$ cat src/rtl/pulp_pkg.sv
package pulp_pkg;

  // bus widths
  localparam int unsigned ADDR_W = 32;
  localparam int unsigned DATA_W = 32;

  // cluster-local tag, widened by the cluster index on the bus
  localparam int unsigned TAG_W    = 3;
  localparam int unsigned CL_IDX_W = 1;
  localparam int unsigned ID_W     = TAG_W + CL_IDX_W;

  // L2 region in the address map
  localparam logic [ADDR_W-1:0] L2_BASE = 32'h1C00_0000;
  localparam int unsigned L2_WORDS = 64;
  localparam int unsigned L2_IDX_W = $clog2(L2_WORDS);

  typedef logic [L2_IDX_W-1:0] l2_addr_t;

  // request as issued by a cluster
  typedef struct packed {
    logic [ADDR_W-1:0] addr;
    logic [DATA_W-1:0] wdata;
    logic              we;
    logic              amo;
    logic [TAG_W-1:0]  tag;
  } cl_req_t;

  typedef struct packed {
    logic [DATA_W-1:0] rdata;
    logic              err;
    logic [TAG_W-1:0]  tag;
  } cl_rsp_t;

  // same request after widening, cluster index in the upper id bits
  typedef struct packed {
    logic [ADDR_W-1:0] addr;
    logic [DATA_W-1:0] wdata;
    logic              we;
    logic              amo;
    logic [ID_W-1:0]   id;
  } sb_req_t;

  typedef struct packed {
    logic [DATA_W-1:0] rdata;
    logic              err;
    logic [ID_W-1:0]   id;
  } sb_rsp_t;

endpackage
$ cat src/rtl/pulp_soc.sv
module pulp_soc #(
  parameter int unsigned N_CLUSTERS  = 2,
  parameter int unsigned CL_CREDITS  = 2,
  parameter int unsigned EXT_CREDITS = 4
) (
  input  logic                               clk_i,
  input  logic                               rst_n_i,
  input  logic              [N_CLUSTERS-1:0] cl_req_valid_i,
  input  pulp_pkg::cl_req_t [N_CLUSTERS-1:0] cl_req_i,
  output logic              [N_CLUSTERS-1:0] cl_credit_o,
  output logic              [N_CLUSTERS-1:0] cl_rsp_valid_o,
  output pulp_pkg::cl_rsp_t [N_CLUSTERS-1:0] cl_rsp_o,
  output logic                               ext_req_valid_o,
  output pulp_pkg::sb_req_t                  ext_req_o,
  input  logic                               ext_credit_i,
  input  logic                               ext_rsp_valid_i,
  input  pulp_pkg::sb_rsp_t                  ext_rsp_i
);
  import pulp_pkg::*;

  // bus to L2 atomics
  logic    l2_req_valid;
  logic    l2_req_ready;
  sb_req_t l2_req;
  logic    l2_rsp_valid;
  logic    l2_rsp_ready;
  sb_rsp_t l2_rsp;

  // bus to atomic filter
  logic    xf_req_valid;
  logic    xf_req_ready;
  sb_req_t xf_req;
  logic    xf_rsp_valid;
  sb_rsp_t xf_rsp;

  logic              mem_en;
  logic              mem_we;
  l2_addr_t          mem_addr;
  logic [DATA_W-1:0] mem_wdata;
  logic [DATA_W-1:0] mem_rdata;

  soc_bus #(
    .N_CLUSTERS (N_CLUSTERS),
    .CL_CREDITS (CL_CREDITS)
  ) u_soc_bus (
    .clk_i,
    .rst_n_i,
    .cl_req_valid_i,
    .cl_req_i,
    .cl_credit_o,
    .cl_rsp_valid_o,
    .cl_rsp_o,
    .l2_req_valid_o (l2_req_valid),
    .l2_req_ready_i (l2_req_ready),
    .l2_req_o       (l2_req),
    .l2_rsp_valid_i (l2_rsp_valid),
    .l2_rsp_ready_o (l2_rsp_ready),
    .l2_rsp_i       (l2_rsp),
    .xf_req_valid_o (xf_req_valid),
    .xf_req_ready_i (xf_req_ready),
    .xf_req_o       (xf_req),
    .xf_rsp_valid_i (xf_rsp_valid),
    .xf_rsp_i       (xf_rsp)
  );

  l2_atomics u_l2_atomics (
    .clk_i,
    .rst_n_i,
    .req_valid_i (l2_req_valid),
    .req_ready_o (l2_req_ready),
    .req_i       (l2_req),
    .rsp_valid_o (l2_rsp_valid),
    .rsp_ready_i (l2_rsp_ready),
    .rsp_o       (l2_rsp),
    .mem_en_o    (mem_en),
    .mem_we_o    (mem_we),
    .mem_addr_o  (mem_addr),
    .mem_wdata_o (mem_wdata),
    .mem_rdata_i (mem_rdata)
  );

  l2_mem u_l2_mem (
    .clk_i,
    .en_i    (mem_en),
    .we_i    (mem_we),
    .addr_i  (mem_addr),
    .wdata_i (mem_wdata),
    .rdata_o (mem_rdata)
  );

  atop_filter #(
    .EXT_CREDITS (EXT_CREDITS)
  ) u_atop_filter (
    .clk_i,
    .rst_n_i,
    .slv_req_valid_i (xf_req_valid),
    .slv_req_ready_o (xf_req_ready),
    .slv_req_i       (xf_req),
    .slv_rsp_valid_o (xf_rsp_valid),
    .slv_rsp_o       (xf_rsp),
    .ext_req_valid_o,
    .ext_req_o,
    .ext_credit_i,
    .ext_rsp_valid_i,
    .ext_rsp_i
  );

endmodule

$ cat src/rtl/soc_bus.sv
module soc_bus #(
  parameter int unsigned N_CLUSTERS = 2,
  parameter int unsigned CL_CREDITS = 2
) (
  input  logic                                 clk_i,
  input  logic                                 rst_n_i,
  input  logic              [N_CLUSTERS-1:0]   cl_req_valid_i,
  input  pulp_pkg::cl_req_t [N_CLUSTERS-1:0]   cl_req_i,
  output logic              [N_CLUSTERS-1:0]   cl_credit_o,
  output logic              [N_CLUSTERS-1:0]   cl_rsp_valid_o,
  output pulp_pkg::cl_rsp_t [N_CLUSTERS-1:0]   cl_rsp_o,
  output logic                                 l2_req_valid_o,
  input  logic                                 l2_req_ready_i,
  output pulp_pkg::sb_req_t                    l2_req_o,
  input  logic                                 l2_rsp_valid_i,
  output logic                                 l2_rsp_ready_o,
  input  pulp_pkg::sb_rsp_t                    l2_rsp_i,
  output logic                                 xf_req_valid_o,
  input  logic                                 xf_req_ready_i,
  output pulp_pkg::sb_req_t                    xf_req_o,
  input  logic                                 xf_rsp_valid_i,
  input  pulp_pkg::sb_rsp_t                    xf_rsp_i
);
  import pulp_pkg::*;

  localparam int unsigned PTR_W = (CL_CREDITS > 1) ? $clog2(CL_CREDITS) : 1;
  localparam int unsigned CNT_W = $clog2(CL_CREDITS + 1);
  localparam int unsigned IDX_W = (N_CLUSTERS > 1) ? $clog2(N_CLUSTERS) : 1;
  localparam logic [ADDR_W-1:0] L2_END = L2_BASE + ADDR_W'(L2_WORDS * 4);

  cl_req_t [N_CLUSTERS-1:0] head;
  cl_req_t                  sel;
  sb_req_t                  out_req;
  logic [N_CLUSTERS-1:0]    head_valid;
  logic [N_CLUSTERS-1:0]    head_l2;
  logic [N_CLUSTERS-1:0]    eligible;
  logic [N_CLUSTERS-1:0]    grant;
  logic [IDX_W-1:0]         rr_q;
  logic [IDX_W-1:0]         gnt_idx;
  logic                     gnt_any;
  logic [CL_IDX_W-1:0]      l2_cl;
  logic [CL_IDX_W-1:0]      xf_cl;

  function automatic logic [PTR_W-1:0] ptr_inc(input logic [PTR_W-1:0] ptr);
    return (ptr == PTR_W'(CL_CREDITS - 1)) ? '0 : ptr + 1'b1;
  endfunction

  function automatic logic is_l2(input logic [ADDR_W-1:0] addr);
    return (addr >= L2_BASE) && (addr < L2_END);
  endfunction

  function automatic cl_rsp_t strip_id(input sb_rsp_t rsp);
    cl_rsp_t res;
    res.rdata = rsp.rdata;
    res.err   = rsp.err;
    res.tag   = rsp.id[TAG_W-1:0];
    return res;
  endfunction

  // cluster index sits in the upper id bits
  assign l2_cl = l2_rsp_i.id[ID_W-1 -: CL_IDX_W];
  assign xf_cl = xf_rsp_i.id[ID_W-1 -: CL_IDX_W];

  // external response wins when both target the same cluster
  assign l2_rsp_ready_o = !(xf_rsp_valid_i && (xf_cl == l2_cl));

  for (genvar i = 0; i < N_CLUSTERS; i++) begin : gen_cluster
    cl_req_t          mem_q [CL_CREDITS];
    logic [PTR_W-1:0] wr_ptr_q;
    logic [PTR_W-1:0] rd_ptr_q;
    logic [CNT_W-1:0] cnt_q;
    logic             take_xf;
    logic             take_l2;

    // credits guarantee there is always room on a push
    always_ff @(posedge clk_i) begin
      if (!rst_n_i) begin
        wr_ptr_q <= '0;
        rd_ptr_q <= '0;
        cnt_q    <= '0;
      end else begin
        if (cl_req_valid_i[i]) begin
          wr_ptr_q <= ptr_inc(wr_ptr_q);
        end
        if (grant[i]) begin
          rd_ptr_q <= ptr_inc(rd_ptr_q);
        end
        cnt_q <= cnt_q + CNT_W'(cl_req_valid_i[i]) - CNT_W'(grant[i]);
      end
    end

    always_ff @(posedge clk_i) begin
      if (cl_req_valid_i[i]) begin
        mem_q[wr_ptr_q] <= cl_req_i[i];
      end
    end

    assign head[i]       = mem_q[rd_ptr_q];
    assign head_valid[i] = (cnt_q != '0);
    assign head_l2[i]    = is_l2(head[i].addr);
    assign eligible[i]   = head_valid[i] && (head_l2[i] ? l2_req_ready_i : xf_req_ready_i);

    // response steering back to this cluster
    assign take_xf = xf_rsp_valid_i && (xf_cl == CL_IDX_W'(i));
    assign take_l2 = l2_rsp_valid_i && l2_rsp_ready_o && (l2_cl == CL_IDX_W'(i));
    assign cl_rsp_valid_o[i] = take_xf || take_l2;
    assign cl_rsp_o[i]       = take_xf ? strip_id(xf_rsp_i) : strip_id(l2_rsp_i);
  end

  // round robin, search starts after the last winner
  always_comb begin
    int unsigned idx;
    gnt_idx = rr_q;
    gnt_any = 1'b0;
    grant   = '0;
    for (int unsigned k = 1; k <= N_CLUSTERS; k++) begin
      idx = (rr_q + k) % N_CLUSTERS;
      if (!gnt_any && eligible[idx]) begin
        gnt_any = 1'b1;
        gnt_idx = IDX_W'(idx);
      end
    end
    grant[gnt_idx] = gnt_any;
  end

  always_ff @(posedge clk_i) begin
    if (!rst_n_i) begin
      rr_q <= IDX_W'(N_CLUSTERS - 1);
    end else if (gnt_any) begin
      rr_q <= gnt_idx;
    end
  end

  assign sel = head[gnt_idx];

  always_comb begin
    out_req.addr  = sel.addr;
    out_req.wdata = sel.wdata;
    out_req.we    = sel.we;
    out_req.amo   = sel.amo;
    out_req.id    = {CL_IDX_W'(gnt_idx), sel.tag};
  end

  assign l2_req_o       = out_req;
  assign xf_req_o       = out_req;
  assign l2_req_valid_o = gnt_any && head_l2[gnt_idx];
  assign xf_req_valid_o = gnt_any && !head_l2[gnt_idx];

  // credit goes back in the grant cycle
  assign cl_credit_o = grant;

endmodule

$ cat src/rtl/atop_filter.sv
module atop_filter #(
  parameter int unsigned EXT_CREDITS = 4
) (
  input  logic              clk_i,
  input  logic              rst_n_i,
  input  logic              slv_req_valid_i,
  output logic              slv_req_ready_o,
  input  pulp_pkg::sb_req_t slv_req_i,
  output logic              slv_rsp_valid_o,
  output pulp_pkg::sb_rsp_t slv_rsp_o,
  output logic              ext_req_valid_o,
  output pulp_pkg::sb_req_t ext_req_o,
  input  logic              ext_credit_i,
  input  logic              ext_rsp_valid_i,
  input  pulp_pkg::sb_rsp_t ext_rsp_i
);
  import pulp_pkg::*;

  localparam int unsigned CRD_W = $clog2(EXT_CREDITS + 1);

  logic [CRD_W-1:0] credit_q;
  logic             accept;
  logic             fwd;
  logic             err_q;
  logic [ID_W-1:0]  err_id_q;
  logic             ext_valid_q;
  sb_req_t          ext_req_q;

  // a pending error blocks new requests only while an ext response takes the port
  assign slv_req_ready_o = (credit_q != '0) && !(err_q && ext_rsp_valid_i);
  assign accept          = slv_req_valid_i && slv_req_ready_o;
  assign fwd             = accept && !slv_req_i.amo;

  always_ff @(posedge clk_i) begin
    if (!rst_n_i) begin
      credit_q    <= CRD_W'(EXT_CREDITS);
      ext_valid_q <= 1'b0;
      err_q       <= 1'b0;
    end else begin
      credit_q    <= credit_q - CRD_W'(fwd) + CRD_W'(ext_credit_i);
      ext_valid_q <= fwd;
      if (accept && slv_req_i.amo) begin
        err_q <= 1'b1;
      end else if (!ext_rsp_valid_i) begin
        err_q <= 1'b0;
      end
    end
  end

  always_ff @(posedge clk_i) begin
    if (fwd) begin
      ext_req_q <= slv_req_i;
    end
    if (accept && slv_req_i.amo) begin
      err_id_q <= slv_req_i.id;
    end
  end

  assign ext_req_valid_o = ext_valid_q;
  assign ext_req_o       = ext_req_q;

  // target responses go straight through, errors fill the gaps
  assign slv_rsp_valid_o = ext_rsp_valid_i || err_q;

  always_comb begin
    if (ext_rsp_valid_i) begin
      slv_rsp_o = ext_rsp_i;
    end else begin
      slv_rsp_o.rdata = '0;
      slv_rsp_o.err   = 1'b1;
      slv_rsp_o.id    = err_id_q;
    end
  end

endmodule

$ cat src/rtl/l2_atomics.sv
module l2_atomics (
  input  logic               clk_i,
  input  logic               rst_n_i,
  input  logic               req_valid_i,
  output logic               req_ready_o,
  input  pulp_pkg::sb_req_t  req_i,
  output logic               rsp_valid_o,
  input  logic               rsp_ready_i,
  output pulp_pkg::sb_rsp_t  rsp_o,
  output logic               mem_en_o,
  output logic               mem_we_o,
  output pulp_pkg::l2_addr_t mem_addr_o,
  output logic [pulp_pkg::DATA_W-1:0] mem_wdata_o,
  input  logic [pulp_pkg::DATA_W-1:0] mem_rdata_i
);
  import pulp_pkg::*;

  typedef enum logic [1:0] {
    ST_IDLE,
    ST_READ,
    ST_MODIFY,
    ST_RESP
  } state_e;

  state_e  state_q;
  state_e  state_d;
  sb_req_t req_q;
  logic    plain_wr;

  assign req_ready_o = (state_q == ST_IDLE);
  assign plain_wr    = req_q.we && !req_q.amo;
  assign mem_addr_o  = req_q.addr[L2_IDX_W+1:2];

  always_comb begin
    state_d     = state_q;
    mem_en_o    = 1'b0;
    mem_we_o    = 1'b0;
    mem_wdata_o = req_q.wdata;
    unique case (state_q)
      ST_IDLE: begin
        if (req_valid_i) begin
          state_d = ST_READ;
        end
      end
      // plain writes also complete here
      ST_READ: begin
        mem_en_o = 1'b1;
        mem_we_o = plain_wr;
        state_d  = req_q.amo ? ST_MODIFY : ST_RESP;
      end
      // old value is on the read port now
      ST_MODIFY: begin
        mem_en_o    = 1'b1;
        mem_we_o    = 1'b1;
        mem_wdata_o = mem_rdata_i + req_q.wdata;
        state_d     = ST_RESP;
      end
      ST_RESP: begin
        if (rsp_ready_i) begin
          state_d = ST_IDLE;
        end
      end
      default: state_d = ST_IDLE;
    endcase
  end

  always_ff @(posedge clk_i) begin
    if (!rst_n_i) begin
      state_q <= ST_IDLE;
    end else begin
      state_q <= state_d;
    end
  end

  always_ff @(posedge clk_i) begin
    if (req_valid_i && req_ready_o) begin
      req_q <= req_i;
    end
  end

  // read port keeps the old value across the amo write
  assign rsp_valid_o = (state_q == ST_RESP);
  assign rsp_o.rdata = plain_wr ? '0 : mem_rdata_i;
  assign rsp_o.err   = 1'b0;
  assign rsp_o.id    = req_q.id;

endmodule

$ cat src/rtl/l2_mem.sv
module l2_mem (
  input  logic                        clk_i,
  input  logic                        en_i,
  input  logic                        we_i,
  input  pulp_pkg::l2_addr_t          addr_i,
  input  logic [pulp_pkg::DATA_W-1:0] wdata_i,
  output logic [pulp_pkg::DATA_W-1:0] rdata_o
);
  import pulp_pkg::*;

  logic [DATA_W-1:0] mem_q [L2_WORDS];

  // rdata only changes on a read, a write leaves it alone
  always_ff @(posedge clk_i) begin
    if (en_i) begin
      if (we_i) begin
        mem_q[addr_i] <= wdata_i;
      end else begin
        rdata_o <= mem_q[addr_i];
      end
    end
  end

endmodule

$ cat config.mk
export PLATFORM = sky130hd
export DESIGN_NAME = pulp_soc
export DESIGN_NICKNAME = d
export VERILOG_FILES = /design/src/rtl/pulp_pkg.sv /design/src/rtl/pulp_soc.sv /design/src/rtl/soc_bus.sv /design/src/rtl/atop_filter.sv /design/src/rtl/l2_atomics.sv /design/src/rtl/l2_mem.sv
export SDC_FILE = /design/constraint.sdc
export NUM_CORES = 2
export LEC_CHECK = 0
export BUFFER_PORTS_ARGS = -buffer_cell sky130_fd_sc_hd__clkbuf_2
export CAP_MARGIN = 10
export CORE_MARGIN = 5
export CORE_UTILIZATION = 55
export CTS_BUF_LIST = sky130_fd_sc_hd__clkbuf_8
export CTS_CLUSTER_DIAMETER = 50
export DETAILED_ROUTE_END_ITERATION = 8
export PLACE_DENSITY = 0.74
export SYNTH_ARGS = -nofsm -noshare
export SYNTH_HDL_FRONTEND = slang
export SYNTH_SLANG_ARGS = --single-unit
$ cat constraint.sdc
create_clock -name clk_i -period 13 [get_ports clk_i]
set_input_delay 2.6 -clock clk_i [delete_from_list [all_inputs] [get_ports clk_i]]
set_output_delay 2.6 -clock clk_i [all_outputs]
set_load 0.05 [all_outputs]
==> impl_metrics.tcl <==
set metrics [dict create \
    outcome "finished clean" \
    design_area_um2 104000 \
    end_kind "primary output" \
    holdPathStages 2 \
    p_int_mw 12.2 \
    pwr-share-clk 0.346 \
    start_util 0.553 \
    syn_to_final_growth_pct 12.9 \
    drt-total-wl_um 266000 \
    slew-limit-headroom 0.0705 \
    switching_share 0.256 \
    wl_per_cell_um 32.6 \
    syn_avg_cell_area_um2 18.1 \
    synth_top_family_by_area "compound AO/OA/AOI/OAI gates" \
    startpoint "ext_rsp_valid_i" \
    setup_viol 0 \
    die_h_um 420 \
    nNetsFinal 5890 \
    post_cts.repair.setup_buffers 0 \
    grt_pass1_vias 53400 \
    synth_area_leaders "edfxtp_1 (80%), a22oi_1 (5.1%), a22o_1 (1.9%)" \
    cp_max_fo 32 \
    ant_nets 0 \
    critPathArrivalTime_ns 4.74 \
    drt_first_pass_iters 8 \
    io_buffers 327 \
    htreeDepth 5 \
    pre_cts_slack_ns 5.37 \
    met3_usage 0.0934 \
    ys_async_sr_fraction 0 \
    yosysWarnings 0 \
    cts-root-buf "clkbuf_8" \
    ir_worst_vdd_v 0.000141 \
    p_comb_frac 0.094 \
    syn_nets 5337 \
    finalCriticalPeriod_ns 7.34 \
    rows 150 \
    hpwlAfterDp_um 150000 \
    hp-start "u_soc_bus.gen_cluster[0].rd_ptr_q" \
    cp.required_ns 10.40 \
    clkLatencyLatePin_ns 1.07 \
    yosysTopAreaCellShare 0.803 \
    vias 55400 \
    synthAdderAreaFrac 0.00612 \
    track_usage 0.295 \
    max_freq_mhz 136 \
    drtIter0Drc 8071 \
    die-area_um2 176000 \
    grt_max_degree 118 \
    use_met2 0.446 \
    pwr_density_cell_nw_per_um2 157 \
    tns_ns 0 \
    fin_crit_sh 0.565 \
    hold_slack_ns 0.516 \
    cap_violations 0 \
    ys_seq_elements 2492 \
    mostFrequentLayoutCells "edfxtp_1 (2474), a22oi_1 (630), clkbuf_8 (388)" \
    grt_pass1_wl_um 375000 \
    synth_xor_area_frac 0.00275 \
    hold_buffers 0 \
    crit_type "primary input to primary output" \
    ys_seq_area_frac 0.807 \
    cellLeakagePower_nw 33.2 \
    vias_per_cell 6.77 \
    synth.cell_area_um2 92500 \
    place_congestion 0.923 \
    finalPower_mw 16.4 \
    antenna_found_initial 31 \
    gr-max-usage-layer "met2" \
    final-hold-violation-count 0 \
    worst_clock_skew_ns 0.0843 \
    grt_remaining_overflow 0 \
    tritoncts "done" \
    numCtsBuffers 385 \
    placed_area_um2 97800 \
    core_um2 167000 \
    maxSlewViolCount 0 \
    sequentialPowerShare 0.560 \
    synth_edf_count 2474 \
    yosysTopAreaCell "edfxtp_1" \
    ff2ff_path_depth 18 \
    cts_buffer_depth 4 \
    power_switching_mw 4.21 \
    synth_mux_area_frac 0.0108 \
    drcViolationCount 0 \
    drive_gt1_frac 0.180 \
    r2r_end "u_atop_filter.credit_q[2]" \
    clkSinkCount 2492 \
    ctsResizeCount 0 \
    min_to "u_soc_bus.gen_cluster[0].rd_ptr_q" \
    syn_inst 5112 \
    hold_class "flop to flop" \
    rsz0062_at_grt "no" \
    final_common_cell "edfxtp_1" \
    synthFlopType "edfxtp_1" \
    boundaryPins 328 \
    start_kind "primary input" \
    yosys.area_share.simple 0.0275 \
    worst_slack_ns 5.66 \
    tightestPinTransition_ns 1.38 \
    ys_types 66 \
    r2r_slack_ns 7.05 \
    synth_compound_area_frac 0.131 \
    globalRouteMet1Util 0.392 \
    clk_pin_slew_ns 0.06 \
    die_w_um 420 \
]
==> registers in the layout, summed over array words and instances (netlist names), 3 cells and up, named ones only <==
name,count
u_atop_filter.ext_req_o,70
u_l2_mem.rdata_o,32
u_soc_bus.gen_cluster.mem_q,276
u_l2_atomics.mem_addr_o,6
u_soc_bus.gen_cluster.cnt_q,4
u_atop_filter.credit_q,3
u_atop_filter.err_id_q,4
u_l2_atomics.rsp_o,4
u_l2_atomics.req_q,34
u_l2_mem.mem_q,2048
==> through the flow <==
stage / std cells / util
finish: 8178 / 0.624
global route: 8171 / 0.624
CTS: 8146 / 0.624
detailed placement: 7482 / 0.585
global placement: 7482 / 0.585
floorplan: 5112 / -
==> cells in the mapped netlist (7+ instances only) <==
cell type and count:
edfxtp_1 2474, a22oi_1 630, clkbuf_1 263, a31oi_1 203
a22o_1 199, a221oi_1 198, a21oi_1 157, nor2_1 114
nor2b_1 82, mux2i_1 78, a211oi_1 71, buf_1 66
nand4_1 65, a32o_1 60, nand2_1 51, nor4_1 44
ha_1 42, nand3_1 41, inv_1 28, o21ai_0 22
a21o_1 21, xnor2_1 19, dfxtp_1 18, mux2_2 17
nor3_1 14, and3_1 11, and2_1 10, xor2_1 10
buf_2 8, o21a_1 8, nor3b_1 7, or3_1 7
==> layout make-up <==
| type | instances | area, um2 |
|---|---|---|
| well taps | 2204 | 2760 |
| repair buffers | 503 | 3070 |
| multi-input cells | 2254 | 17200 |
| inverters | 29 | 109 |
| flip-flops and latches | 2492 | 74700 |
| fillers | 11300 | 62800 |
| diodes | 32 | 80.1 |
| clock inverters | 276 | 1160 |
| clock buffers | 388 | 5340 |
==> logic make-up (layout without fill, tap and decap cells) <==
logic type / count (synthesis) / in the layout
DFF: 2492 / 2492
AOI/OAI and AO/OA: 1610 / 1610
and+or+nand+nor: 475 / 475
buffers and inverters: 366 / 1196
muxes: 96 / 96
adders and majority gates: 44 / 44
xor gates and xnor gates: 29 / 29
other: 0 / 32
==> critical path, cell delays in order <==
cell	delay [ns]
clkbuf_2	0.26
and2_1	0.23
buf_4	0.25
a21oi_4	0.75
a32o_1	0.31
clkbuf_2	0.30
==> worst max-delay path by stage <==
| stage | endpoint | slack, ns | depth (start not counted) |
|---|---|---|---|
| 6_report | cl_rsp_o[57] | 5.66 | 6 |
| 5_1_grt | cl_rsp_o[57] | 5.65 | 6 |
| 4_1_cts | cl_rsp_o[24] | 5.37 | 6 |
| 3_5_place_dp | cl_rsp_o[24] | 5.37 | 6 |
| 3_3_place_gp | cl_rsp_o[32] | 5.66 | 6 |
| 2_1_floorplan | u_atop_filter.credit_q[2] | 2.62 | 15 |
==> power groups by stage <==
stage / registers [mW] / logic (mW) / clock network (mW)
floorplan: 9.73 / 0.698 / 0
global placement: 9.35 / 1.49 / 0
detailed placement: 9.36 / 1.53 / 0
CTS: 9.19 / 1.53 / 5.71
global route: 9.20 / 1.62 / 6.12
finish: 9.19 / 1.55 / 5.67
==> layer usage <==
| layer | wire length (um) | vias to the layer above |
|---|---|---|
| li1 | - | 22700 |
| met1 | 92000 | 27600 |
| met2 | 123000 | 4400 |
| met3 | 37200 | 674 |
| met4 | 14000 | 8 |
| met5 | 174 | - |
(Power assumes the default switching activity.)
